<file path="config.mk">
export PLATFORM = sky130hd
export DESIGN_NAME = rv_frontend_top
export DESIGN_NICKNAME = d
export VERILOG_FILES = /design/src/rtl/rv_cfg_pkg.sv /design/src/rtl/rv_fetch_pkg.sv /design/src/rtl/rv_btb.sv /design/src/rtl/rv_pc_sel.sv /design/src/rtl/rv_stage_pc.sv /design/src/rtl/rv_stage_if_wb.sv /design/src/rtl/rv_frontend_top.sv
export SDC_FILE = /design/constraint.sdc
export NUM_CORES = 1
export LEC_CHECK = 0
export BUFFER_PORTS_ARGS = -buffer_cell sky130_fd_sc_hd__buf_2
export CAP_MARGIN = 20
export CORE_ASPECT_RATIO = 0.9
export CORE_UTILIZATION = 49
export CTS_CLUSTER_SIZE = 28
export DETAILED_ROUTE_END_ITERATION = 8
export PLACE_DENSITY = 0.73
export SKIP_CTS_REPAIR_TIMING = 1
export SLEW_MARGIN = 5
export SYNTH_ARGS = -nofsm -noshare
export SYNTH_HDL_FRONTEND = slang
export SYNTH_SLANG_ARGS = --single-unit
</file>
<file path="constraint.sdc">
create_clock -name clk -period 14.5 [get_ports clk]
set_input_delay 1.45 -clock clk [delete_from_list [all_inputs] [get_ports clk]]
set_output_delay 1.45 -clock clk [all_outputs]
set_load 0.02 [all_outputs]
</file>
<file path="src/rtl/rv_cfg_pkg.sv">
package rv_cfg_pkg;

  // Width of addresses and instruction words
  localparam int XLEN = 32;

  // First fetch address after reset
  localparam logic [XLEN-1:0] RESET_PC = 32'h0000_1000;

  // BTB geometry, direct mapped on word address bits
  localparam int BTB_IDX_BITS = 4;
  localparam int BTB_ENTRIES  = 1 << BTB_IDX_BITS;

  // Tag covers what is left above the index and the byte offset
  localparam int BTB_TAG_BITS = XLEN - BTB_IDX_BITS - 2;

endpackage

</file>
<file path="src/rtl/rv_fetch_pkg.sv">
package rv_fetch_pkg;

  // Next-pc source, in rising priority
  typedef enum logic [1:0] {
    PC_SEL_SEQUENTIAL = 2'd0,
    PC_SEL_PREDICTED  = 2'd1,
    PC_SEL_REDIRECT   = 2'd2
  } pc_sel_e;

  // Bus state of the fetch stage
  typedef enum logic [1:0] {
    WB_IDLE = 2'd0,
    WB_BUS  = 2'd1,
    WB_HOLD = 2'd2
  } wb_state_e;

  // BTB answer for the current pc
  typedef struct packed {
    logic                        hit;
    logic                        taken;
    logic [rv_cfg_pkg::XLEN-1:0] target;
  } btb_pred_t;

  // Training port from branch resolution
  typedef struct packed {
    logic                        valid;
    logic                        taken;
    logic [rv_cfg_pkg::XLEN-1:0] pc;
    logic [rv_cfg_pkg::XLEN-1:0] target;
  } btb_update_t;

  // External pc redirect
  typedef struct packed {
    logic                        valid;
    logic [rv_cfg_pkg::XLEN-1:0] target;
  } redirect_t;

  // PC stage to fetch stage
  typedef struct packed {
    logic [rv_cfg_pkg::XLEN-1:0] pc;
    logic                        pred_taken;
    logic [rv_cfg_pkg::XLEN-1:0] pred_target;
  } pc_item_t;

  // Fetch stage to decode
  typedef struct packed {
    logic [rv_cfg_pkg::XLEN-1:0] pc;
    logic [rv_cfg_pkg::XLEN-1:0] instr;
    logic                        pred_taken;
    logic [rv_cfg_pkg::XLEN-1:0] pred_target;
  } fetch_item_t;

  // Wishbone classic master outputs
  typedef struct packed {
    logic                          cyc;
    logic                          stb;
    logic [rv_cfg_pkg::XLEN-1:0]   adr;
    logic [rv_cfg_pkg::XLEN/8-1:0] sel;
  } wb_req_t;

  // Wishbone classic slave response
  typedef struct packed {
    logic                        ack;
    logic [rv_cfg_pkg::XLEN-1:0] dat;
  } wb_rsp_t;

endpackage

</file>
<file path="src/rtl/rv_btb.sv">
`timescale 1ns/1ps

module rv_btb (
  input  logic                        clk,
  input  logic                        rst_n,
  input  logic [rv_cfg_pkg::XLEN-1:0] pc_i,
  output rv_fetch_pkg::btb_pred_t     pred_o,
  input  rv_fetch_pkg::btb_update_t   update_i
);

  // Entry state, only the valid bits are control
  logic [rv_cfg_pkg::BTB_ENTRIES-1:0]  valid_q;
  logic [rv_cfg_pkg::BTB_TAG_BITS-1:0] tag_q    [rv_cfg_pkg::BTB_ENTRIES];
  logic [rv_cfg_pkg::XLEN-1:0]         target_q [rv_cfg_pkg::BTB_ENTRIES];

  // Lookup side
  logic [rv_cfg_pkg::BTB_IDX_BITS-1:0] rd_idx;
  logic [rv_cfg_pkg::BTB_TAG_BITS-1:0] rd_tag;
  logic                                rd_hit;

  // Update side
  logic [rv_cfg_pkg::BTB_IDX_BITS-1:0] wr_idx;
  logic [rv_cfg_pkg::BTB_TAG_BITS-1:0] wr_tag;
  logic                                wr_tag_match;

  // Word address bits pick the entry, the rest is tag
  assign rd_idx = pc_i[rv_cfg_pkg::BTB_IDX_BITS+1:2];
  assign rd_tag = pc_i[rv_cfg_pkg::XLEN-1:rv_cfg_pkg::BTB_IDX_BITS+2];

  assign wr_idx = update_i.pc[rv_cfg_pkg::BTB_IDX_BITS+1:2];
  assign wr_tag = update_i.pc[rv_cfg_pkg::XLEN-1:rv_cfg_pkg::BTB_IDX_BITS+2];

  assign rd_hit       = valid_q[rd_idx] && (tag_q[rd_idx] == rd_tag);
  assign wr_tag_match = (tag_q[wr_idx] == wr_tag);

  // Combinational lookup
  // Only taken branches are ever stored, so a hit is a taken prediction
  always_comb begin
    pred_o.hit    = rd_hit;
    pred_o.taken  = rd_hit;
    pred_o.target = target_q[rd_idx];
  end

  // Valid bits
  always_ff @(posedge clk) begin
    if (!rst_n) begin
      valid_q <= '0;
    end else if (update_i.valid) begin
      if (update_i.taken) begin
        valid_q[wr_idx] <= 1'b1;
      end else if (wr_tag_match) begin
        // Not taken on the stored branch drops the entry
        valid_q[wr_idx] <= 1'b0;
      end
      // not taken on a different tag leaves the entry alone
    end
  end

  // Tag and target written only on taken updates
  always_ff @(posedge clk) begin
    if (update_i.valid && update_i.taken) begin
      tag_q[wr_idx]    <= wr_tag;
      target_q[wr_idx] <= update_i.target;
    end
  end

endmodule

</file>
<file path="src/rtl/rv_pc_sel.sv">
`timescale 1ns/1ps

module rv_pc_sel (
  input  rv_fetch_pkg::redirect_t     redirect_i,
  input  rv_fetch_pkg::btb_pred_t     btb_pred_i,
  output rv_fetch_pkg::pc_sel_e       pc_sel_o,
  output logic [rv_cfg_pkg::XLEN-1:0] target_o
);

  // BTB wants to steer this cycle
  logic pred_taken;

  assign pred_taken = btb_pred_i.hit && btb_pred_i.taken;

  // Fixed priority
  // Redirect first, then a taken BTB hit, then fall through to pc+4
  always_comb begin
    if (redirect_i.valid) begin
      pc_sel_o = rv_fetch_pkg::PC_SEL_REDIRECT;
      target_o = redirect_i.target;
    end else if (pred_taken) begin
      pc_sel_o = rv_fetch_pkg::PC_SEL_PREDICTED;
      target_o = btb_pred_i.target;
    end else begin
      // PC stage adds 4 itself here and ignores the target
      pc_sel_o = rv_fetch_pkg::PC_SEL_SEQUENTIAL;
      target_o = btb_pred_i.target;
    end
  end

endmodule

</file>
<file path="src/rtl/rv_stage_pc.sv">
`timescale 1ns/1ps

module rv_stage_pc (
  input  logic                        clk,
  input  logic                        rst_n,
  input  rv_fetch_pkg::pc_sel_e       pc_sel_i,
  input  logic [rv_cfg_pkg::XLEN-1:0] target_i,
  input  rv_fetch_pkg::btb_pred_t     btb_pred_i,
  output logic [rv_cfg_pkg::XLEN-1:0] pc_o,
  output rv_fetch_pkg::pc_item_t      item_o,
  output logic                        valid_o,
  input  logic                        ready_i,
  output logic                        flush_o
);

  // Next pc from the arbiter's choice
  logic [rv_cfg_pkg::XLEN-1:0] pc_next;

  // Output register free this cycle
  logic load;

  // Redirect kills whatever is in flight downstream
  assign flush_o = (pc_sel_i == rv_fetch_pkg::PC_SEL_REDIRECT);

  // Empty or being taken by the fetch stage
  assign load = !valid_o || ready_i;

  // Next-pc mux
  always_comb begin
    case (pc_sel_i)
      rv_fetch_pkg::PC_SEL_REDIRECT:  pc_next = target_i;
      rv_fetch_pkg::PC_SEL_PREDICTED: pc_next = target_i;
      default:                        pc_next = pc_o + 'd4;
    endcase
  end

  // PC register
  // Redirect loads at once, otherwise advance together with the output register
  always_ff @(posedge clk) begin
    if (!rst_n) begin
      pc_o <= rv_cfg_pkg::RESET_PC;
    end else if (flush_o || load) begin
      pc_o <= pc_next;
    end
  end

  // Output valid
  always_ff @(posedge clk) begin
    if (!rst_n) begin
      valid_o <= 1'b0;
    end else if (flush_o) begin
      // Target item shows up one edge later
      valid_o <= 1'b0;
    end else if (load) begin
      valid_o <= 1'b1;
    end
  end

  // Output payload
  // Prediction comes from the lookup on the same pc, so it stays aligned
  always_ff @(posedge clk) begin
    if (load && !flush_o) begin
      item_o.pc          <= pc_o;
      item_o.pred_taken  <= btb_pred_i.hit && btb_pred_i.taken;
      item_o.pred_target <= btb_pred_i.target;
    end
  end

  // Stalled item holds until taken unless a redirect drops it
  a_item_stable : assert property (
    @(posedge clk) disable iff (!rst_n)
    valid_o && !ready_i && !flush_o |=> valid_o && $stable(item_o)
  );

  // Nothing from the old path is offered after a flush
  a_flush_clears : assert property (
    @(posedge clk) disable iff (!rst_n)
    flush_o |=> !valid_o
  );

endmodule

</file>
<file path="src/rtl/rv_stage_if_wb.sv">
`timescale 1ns/1ps

module rv_stage_if_wb (
  input  logic                      clk,
  input  logic                      rst_n,
  input  rv_fetch_pkg::pc_item_t    item_i,
  input  logic                      valid_i,
  output logic                      ready_o,
  input  logic                      flush_i,
  output rv_fetch_pkg::wb_req_t     wb_o,
  input  rv_fetch_pkg::wb_rsp_t     wb_i,
  output rv_fetch_pkg::fetch_item_t fetch_o,
  output logic                      fetch_valid_o,
  input  logic                      fetch_ready_i
);

  rv_fetch_pkg::wb_state_e   state_q;
  rv_fetch_pkg::fetch_item_t req_q;
  rv_fetch_pkg::fetch_item_t out_d;
  logic                      discard_q;
  logic                      accept;
  logic                      out_free;
  logic                      out_load;

  // One item at a time, never take an old-path item during a flush
  assign ready_o  = (state_q == rv_fetch_pkg::WB_IDLE) && !flush_i;
  assign accept   = valid_i && ready_o;
  assign out_free = !fetch_valid_o || fetch_ready_i;

  // Fill the decode register from ack data or from the held word
  assign out_load = !flush_i && out_free &&
                    ((state_q == rv_fetch_pkg::WB_BUS && wb_i.ack && !discard_q) ||
                     (state_q == rv_fetch_pkg::WB_HOLD));

  always_comb begin
    out_d = req_q;
    if (state_q == rv_fetch_pkg::WB_BUS) begin
      out_d.instr = wb_i.dat;
    end
  end

  // Classic read, cyc and stb together for the whole bus state
  always_comb begin
    wb_o.cyc = (state_q == rv_fetch_pkg::WB_BUS);
    wb_o.stb = (state_q == rv_fetch_pkg::WB_BUS);
    wb_o.adr = req_q.pc;
    wb_o.sel = '1;
  end

  // Bus FSM
  always_ff @(posedge clk) begin
    if (!rst_n) begin
      state_q   <= rv_fetch_pkg::WB_IDLE;
      discard_q <= 1'b0;
    end else begin
      case (state_q)
        rv_fetch_pkg::WB_IDLE: begin
          if (accept) begin
            state_q   <= rv_fetch_pkg::WB_BUS;
            discard_q <= 1'b0;
          end
        end
        rv_fetch_pkg::WB_BUS: begin
          if (wb_i.ack) begin
            // Park the word if decode is still stalled
            if (discard_q || flush_i || out_free) begin
              state_q <= rv_fetch_pkg::WB_IDLE;
            end else begin
              state_q <= rv_fetch_pkg::WB_HOLD;
            end
          end else if (flush_i) begin
            // No abort on classic, finish the cycle and drop the data
            discard_q <= 1'b1;
          end
        end
        rv_fetch_pkg::WB_HOLD: begin
          if (flush_i || out_free) begin
            state_q <= rv_fetch_pkg::WB_IDLE;
          end
        end
        default: state_q <= rv_fetch_pkg::WB_IDLE;
      endcase
    end
  end

  // Request payload, instr slot reused as the hold buffer
  always_ff @(posedge clk) begin
    if (accept) begin
      req_q.pc          <= item_i.pc;
      req_q.pred_taken  <= item_i.pred_taken;
      req_q.pred_target <= item_i.pred_target;
    end
    if (state_q == rv_fetch_pkg::WB_BUS && wb_i.ack) begin
      req_q.instr <= wb_i.dat;
    end
  end

  // Decode-side output register
  always_ff @(posedge clk) begin
    if (!rst_n) begin
      fetch_valid_o <= 1'b0;
    end else if (flush_i) begin
      fetch_valid_o <= 1'b0;
    end else if (out_load) begin
      fetch_valid_o <= 1'b1;
    end else if (fetch_ready_i) begin
      fetch_valid_o <= 1'b0;
    end
  end

  always_ff @(posedge clk) begin
    if (out_load) begin
      fetch_o <= out_d;
    end
  end

  // Strobe only inside a cycle
  a_stb_in_cyc : assert property (
    @(posedge clk) disable iff (!rst_n)
    wb_o.stb |-> wb_o.cyc
  );

  // Address held until the slave answers
  a_adr_hold : assert property (
    @(posedge clk) disable iff (!rst_n)
    wb_o.stb && !wb_i.ack |=> wb_o.stb && $stable(wb_o.adr)
  );

endmodule

</file>
<file path="src/rtl/rv_frontend_top.sv">
`timescale 1ns/1ps

module rv_frontend_top (
  input  logic                      clk,
  input  logic                      rst_n,
  input  rv_fetch_pkg::redirect_t   redirect_i,
  input  rv_fetch_pkg::btb_update_t btb_update_i,
  output rv_fetch_pkg::wb_req_t     wb_o,
  input  rv_fetch_pkg::wb_rsp_t     wb_i,
  output rv_fetch_pkg::fetch_item_t fetch_o,
  output logic                      fetch_valid_o,
  input  logic                      fetch_ready_i
);

  // PC register, shared by BTB lookup and the PC stage
  logic [rv_cfg_pkg::XLEN-1:0] pc_cur;

  // Arbitration results
  rv_fetch_pkg::btb_pred_t     btb_pred;
  rv_fetch_pkg::pc_sel_e       pc_sel;
  logic [rv_cfg_pkg::XLEN-1:0] sel_target;

  // PC stage to fetch stage link
  rv_fetch_pkg::pc_item_t      pc_item;
  logic                        pc_valid;
  logic                        pc_ready;
  logic                        flush;

  rv_btb u_btb (
    .clk      (clk),
    .rst_n    (rst_n),
    .pc_i     (pc_cur),
    .pred_o   (btb_pred),
    .update_i (btb_update_i)
  );

  rv_pc_sel u_pc_sel (
    .redirect_i (redirect_i),
    .btb_pred_i (btb_pred),
    .pc_sel_o   (pc_sel),
    .target_o   (sel_target)
  );

  rv_stage_pc u_stage_pc (
    .clk        (clk),
    .rst_n      (rst_n),
    .pc_sel_i   (pc_sel),
    .target_i   (sel_target),
    .btb_pred_i (btb_pred),
    .pc_o       (pc_cur),
    .item_o     (pc_item),
    .valid_o    (pc_valid),
    .ready_i    (pc_ready),
    .flush_o    (flush)
  );

  rv_stage_if_wb u_stage_if (
    .clk           (clk),
    .rst_n         (rst_n),
    .item_i        (pc_item),
    .valid_i       (pc_valid),
    .ready_o       (pc_ready),
    .flush_i       (flush),
    .wb_o          (wb_o),
    .wb_i          (wb_i),
    .fetch_o       (fetch_o),
    .fetch_valid_o (fetch_valid_o),
    .fetch_ready_i (fetch_ready_i)
  );

endmodule

</file>
==> results_dict.tcl, run 1 <==
set metrics [dict create \
    status "finished clean" \
    fmax_mhz 162 \
    num_rows 111 \
    crit_family "buffers and inverters" \
    cp.arrival_ps 6760 \
    layout.nets 2806 \
    clkTransAtPathRegs_ps 60 \
    final_common_cell "edfxtp_1" \
    ir_drop_mv 0.109 \
    initial_core_util_pct 49.6 \
    avgSynthCellArea_um2 21.0 \
    grt_pass1_vias 26400 \
    synth_ff_type "edfxtp_1" \
    p_per_area_nw_per_um2 136 \
    die_h_um 307 \
    routed_wirelength_um 128000 \
    ys_ff_latch 1244 \
    grt_pass1_wl_um 185000 \
    core_area_um2 102000 \
    async_flop_share_pct 0 \
    period_share_pct 42.7 \
    io_buffer_count 264 \
    grt_max_degree 72 \
    cts_buffers 118 \
    slew_viol_final 0 \
    finalSetupViolCount 0 \
    root_buffer "clkbuf_16" \
    routed-via-count 26500 \
    clk_latency_ps 720 \
    antenna_found_initial 23 \
    grt_usage_pct 24.5 \
    hold_slack_ps 410 \
    setup_ws_ps 8310 \
    ant_nets 0 \
    critPathKind "flip-flop to flip-flop" \
    clock_path_buffers 3 \
    setup_tns_ps 0 \
    tritoncts "done" \
    fin_crit_ps 6190 \
    die_w_um 341 \
    h-tree-depth 3 \
    cp_num_buf_inv 3 \
    die_area_um2 105000 \
    crit_chain "buf_12 -> buf_4 -> buf_4 -> mux4_2 -> mux2i_1 -> mux2i_1 -> xnor2_1 -> nand4_1 -> nor4_1 -> or3b_2 -> a221oi_1 -> o41ai_1" \
    seq_area_frac_synth_pct 72.6 \
    worstPathMaxFanout 47 \
    hp-class "flip-flop to flip-flop" \
    gr-total-overflow 0 \
    rsz0062_at_grt "no" \
    hold_violations 0 \
    p_leak_nw 18.4 \
    synth-edff-count 1187 \
    place_hpwl_um 75300 \
    areaGrowthSynthToFinish_pct 13.5 \
    cp-end-kind "flip-flop" \
    place_congestion 0.921 \
    drtPass1Iterations 7 \
    drcViolationCount 0 \
    cts_sinks 1244 \
    dp_slack_ps 8030 \
    clock_skew_ps 30.4 \
    final_cell_mix "edfxtp_1 (1187), mux4_2 (390), buf_2 (262)" \
    synthCells 2410 \
    netlist_area_um2 50700 \
    maxCapViolations 0 \
    yosys_warnings 0 \
    worstMarginPinSlew_ps 1130 \
    slowest_stage "buf_4" \
    ios 271 \
    nFillCells 7435 \
    yosysUniqueCellTypes 60 \
    slew_headroom_pct 24.8 \
    cpPeakStageDelay_ps 810 \
    vias_per_cell 6.42 \
    drive_gt1_share_pct 34.7 \
    crit_required_ps 15070 \
    wl_per_cell_um 31.1 \
    drt_iter0_drc 3699 \
    cp-start-kind "flip-flop" \
]
-- Yosys cell counts, types with 4 or more instances --
cell type  instances  area [um2]
nand4_1           25         156
mux4_2           390        8780
buf_1             24        90.1
and4_1             4        35.0
nand3_1           49         245
clkbuf_1          72         270
nand2b_1           5        31.3
a21oi_1           30         150
buf_6              8        90.1
dfxtp_1           57        1140
o221ai_1           6        52.6
nor4_1            11        68.8
and2_1             4        25.0
nor3_1            23         115
buf_2             36         180
mux2i_1           86         861
edfxtp_1        1187       35600
buf_4             42         315
nor2_1            54         203
and3_1             4        25.0
inv_1             11        41.3
xor2_1            31         272
xnor2_1           49         429
nand2_1           21        78.8
or3_1             26         163
a22oi_1            6        45.0
o21ai_0           42         210
mux2_2            35         394
or2_2              4        25.0
a31oi_1           27         169
-- per-stage QoR --
step           cells  util, %  power (mW)  cell area, um2
2_1_floorplan   2413        -        4.46           50700
3_3_place_gp    3901     52.2        4.64           53300
3_5_place_dp    3903     52.2        4.66           53400
4_1_cts         4122     56.2        7.87           57500
5_1_grt         4132     56.3        8.04           57500
6_report        4132     56.3        7.84           57500
-- state kept, by name, summed over array words and instances (netlist names), named ones only --
name and flops:
u_btb.target_q 512, u_btb.tag_q 416, u_stage_if.fetch_o 97, u_stage_pc.item_o 65, u_stage_if.out_d 33, u_stage_if.req_q 32, u_stage_if.wb_o 32, u_stage_pc.pc_o 32
u_stage_if.state_q 2, u_stage_if.discard_q 1, u_stage_if.fetch_valid_o 1, u_stage_pc.valid_o 1
-- logic make-up (layout without fill, tap and decap cells) --
family,after synthesis,count (layout),share of synthesized area (%)
DFF,1244,1244,72.6
and+or+nand+nor,245,245,2.57
AOI/OAI and AO/OA,128,128,1.51
buffers and inverters,197,553,2.00
other,1,11,0.00740
muxes,513,513,19.9
xor gates and xnor gates,81,81,1.41
adders and majority gates,1,1,0.0247
-- final timing paths --
path,from,to,slack (ps),cells after the start
setup / recovery,flip-flop,flip-flop,8310,12
hold / removal,u_stage_if.out_d[30],u_stage_if.fetch_o[30],410,0
setup reg to reg,flip-flop,flip-flop,8310,12
hold reg to reg,u_stage_if.out_d[30],u_stage_if.fetch_o[30],410,0
-- routing by layer --
layer  track usage [%]  vias up  wire length [um]
met2              39.7     1710             63000
met3              4.72      244             12800
met4              7.65       10              3820
li1                  -    10600                 -
met1              33.8    13900             48700
met5                 0        -                72
-- area by class of cell --
class	instances	area [um2]	area share (%)
flip-flops and latches	1244	36800	63.9
multi-input cells	972	13000	22.7
clock buffers	152	3170	5.51
repair buffers	320	1820	3.16
well taps	1356	1700	2.95
clock inverters	67	943	1.64
inverters	14	55.1	0.0957
diodes	7	17.5	0.0304
-- power breakdown --
| part | internal (mW) | switching [mW] |
|---|---|---|
| registers | 4.01 | 0.0507 |
| logic | 0.231 | 0.300 |
| clock network | 1.91 | 1.35 |
| total | 6.15 | 1.70 |
-- worst reg2reg max path: cells and delay by family, from the launching register on --
kind,cells,cell delay [ps]
multiplexers,3,1120
buffers and inverters,3,1880
flip-flops,1,690
AO/OA/AOI/OAI,2,840
AND/OR/NAND/NOR,3,1220
XOR/XNOR,1,280
Note: power is estimated with default switching activity, not from simulation.
==> run 2, diff against run 1 <==
==> constraint.sdc (replaced) <==
create_clock -name clk -period 6 [get_ports clk]
set_input_delay 0.6 -clock clk [delete_from_list [all_inputs] [get_ports clk]]
set_output_delay 0.6 -clock clk [all_outputs]
set_load 0.02 [all_outputs]
==> run 2 against run 1 <==
  * Setup slack got worse by 6900 ps
  * First-iteration DRC count shrank 7.6%
  * Non-clock buffer count is 3 lower
  * Critical path depth decreased by 1
  * Clock skew up 18 ps
  * Sequential power increased by 140%
  * Final cell count is 0.19% higher
  * Register-to-register slack worse by 6900 ps
  * Largest cell class unchanged
  * Highest routed layer unchanged
==> results_dict.tcl, run 2 (same netlist as run 1, synthesis figures left out) <==
set metrics [dict create \
    grt_max_degree 136 \
    p_leak_nw 18.3 \
    vias_per_cell 6.40 \
    crit_chain "buf_4 -> mux4_2 -> mux2i_1 -> mux2i_1 -> xor2_1 -> or4b_1 -> or4_4 -> nor3_4 -> buf_4 -> nand3_1 -> a31oi_1" \
    cpPeakStageDelay_ps 900 \
    hp-class "input port to flip-flop" \
    routed_wirelength_um 128000 \
    min_to "u_stage_if.req_q[63]" \
    hold_slack_ps 71.0 \
    grt_pass1_wl_um 186000 \
    stdcell_count 4140 \
    dpl_cell_area_um2 53500 \
    grt_pass1_vias 26800 \
    core_area_um2 102000 \
    setup_tns_ps 0 \
    worstRegToRegCells 11 \
    crit_required_ps 6630 \
    worstPathMaxFanout 51 \
    drcViolationCount 0 \
    io_buffer_count 264 \
    top_register "u_btb.target_q" \
    r2r_end "u_stage_pc.pc_o[0]" \
    root_buffer "clkbuf_16" \
    critPathKind "flip-flop to flip-flop" \
    tritoncts "done" \
    period_share_pct 77.2 \
    place_congestion 0.864 \
    h-tree-depth 3 \
    final_common_cell "edfxtp_1" \
    grt_usage_pct 24.6 \
    antenna_found_initial 25 \
    slowest_stage "dfxtp_4" \
    cp-start-kind "flip-flop" \
    final_area_um2 57600 \
    maxCapViolations 0 \
    cp_num_buf_inv 2 \
    largest_reg_flops 512 \
    place_hpwl_um 73800 \
    slew_headroom_pct 27.7 \
    cts_sinks 1244 \
    clkTransAtPathRegs_ps 60 \
    ant_nets 0 \
    final_cell_mix "edfxtp_1 (1187), mux4_2 (390), buf_2 (262)" \
    areaGrowthSynthToFinish_pct 13.6 \
    drtPass1Iterations 5 \
    initial_core_util_pct 49.6 \
    cts_buffers 121 \
    worstMarginPinSlew_ps 1080 \
    fin_crit_ps 4630 \
    die_area_um2 105000 \
    ios 271 \
    cp-end-kind "flip-flop" \
    die_w_um 341 \
    dp.cells 3901 \
    clk_latency_ps 740 \
    drt_iter0_drc 3417 \
    finalSetupViolCount 0 \
    drive_gt1_share_pct 34.7 \
    rsz0062_at_grt "no" \
    layout.nets 2806 \
    ir_drop_mv 0.261 \
    cp.arrival_ps 5260 \
    rrSetupSlack_ps 1370 \
    min_from "wb_i[30]" \
    clock_skew_ps 48.0 \
    die_h_um 307 \
    clock_path_buffers 3 \
    slew_viol_final 0 \
    wl_per_cell_um 31.0 \
    num_rows 111 \
    crit_family "simple AND/OR/NAND/NOR gates" \
    gr-total-overflow 0 \
    fmax_mhz 216 \
    p_per_area_nw_per_um2 325 \
    holdPathStages 1 \
    routed-via-count 26500 \
    reg_top3 "u_btb.target_q (512), u_btb.tag_q (416), u_stage_if.fetch_o (97)" \
    status "finished clean" \
    hold_violations 0 \
]
[run 2: changes by cell type in the layout (fill, tap and decap cells not counted), moves of 3 or more]
cell | previous run | this run
bufinv_16 | 20 | 13
clkbuf_1 | 25 | 16
clkbuf_16 | 118 | 121
clkbuf_8 | 9 | 0
buf_12 | 2 | 16
nor3_2 | 4 | 0
clkinv_2 | 17 | 34
buf_4 | 52 | 36
clkinv_1 | 16 | 29
clkinvlp_4 | 3 | 8
nor3_4 | 1 | 5
[run 2: worst reg2reg max path: cells and delay by family, from the launching register on]
family | cells | cell delay (ps)
AOI/OAI and AO/OA | 1 | 230
DFF | 1 | 900
and+or+nand+nor | 4 | 1380
xor gates and xnor gates | 1 | 190
buffers and inverters | 2 | 980
muxes | 3 | 880
[run 2: routing by layer]
metal | share of wire, % | global-route usage [%] | vias to the layer above
li1 | - | - | 10600
met1 | 38 | 33.7 | 14000
met2 | 48 | 39.4 | 1615
met3 | 10 | 5.69 | 271
met4 | 2.9 | 7.97 | 14
met5 | 0.054 | 0 | -
[run 2: worst max path at each step]
| stage | from | endpoint | slack (ps) | cells after the start |
|---|---|---|---|---|
| finish | flip-flop | u_stage_pc.pc_o[0] | 1370 | 11 |
| CTS | flip-flop | flip-flop | 1330 | 11 |
| global placement | btb_update_i[34] | flip-flop | 1010 | 10 |
| global route | flip-flop | u_stage_pc.pc_o[0] | 1140 | 11 |
| floorplan | btb_update_i[34] | u_btb.tag_q[9][0] | 920 | 6 |
| detailed placement | btb_update_i[34] | flip-flop | 950 | 10 |
[run 2: final cells by class]
cell class	count	area (um2)
fillers	7463	44600
flip-flops and latches	1244	36800
multi-input cells	972	13100
clock buffers	137	3090
repair buffers	317	1950
well taps	1356	1700
clock inverters	93	920
inverters	14	55.1
diodes	7	17.5
[run 2: where the power goes]
group	switching [mW]	internal, mW
registers	0.142	9.68
clock network	3.31	4.28
logic	0.706	0.565
total	4.16	14.5
[run 2: through the flow]
step	worst slack (ps)	total power, mW	util, %
after detailed placement	952	11.3	52.4
after global routing	1140	19.2	56.3
after CTS	1330	18.8	56.3
after floorplan	918	10.8	-
after global placement	1010	11.2	52.4
final	1370	18.7	56.3
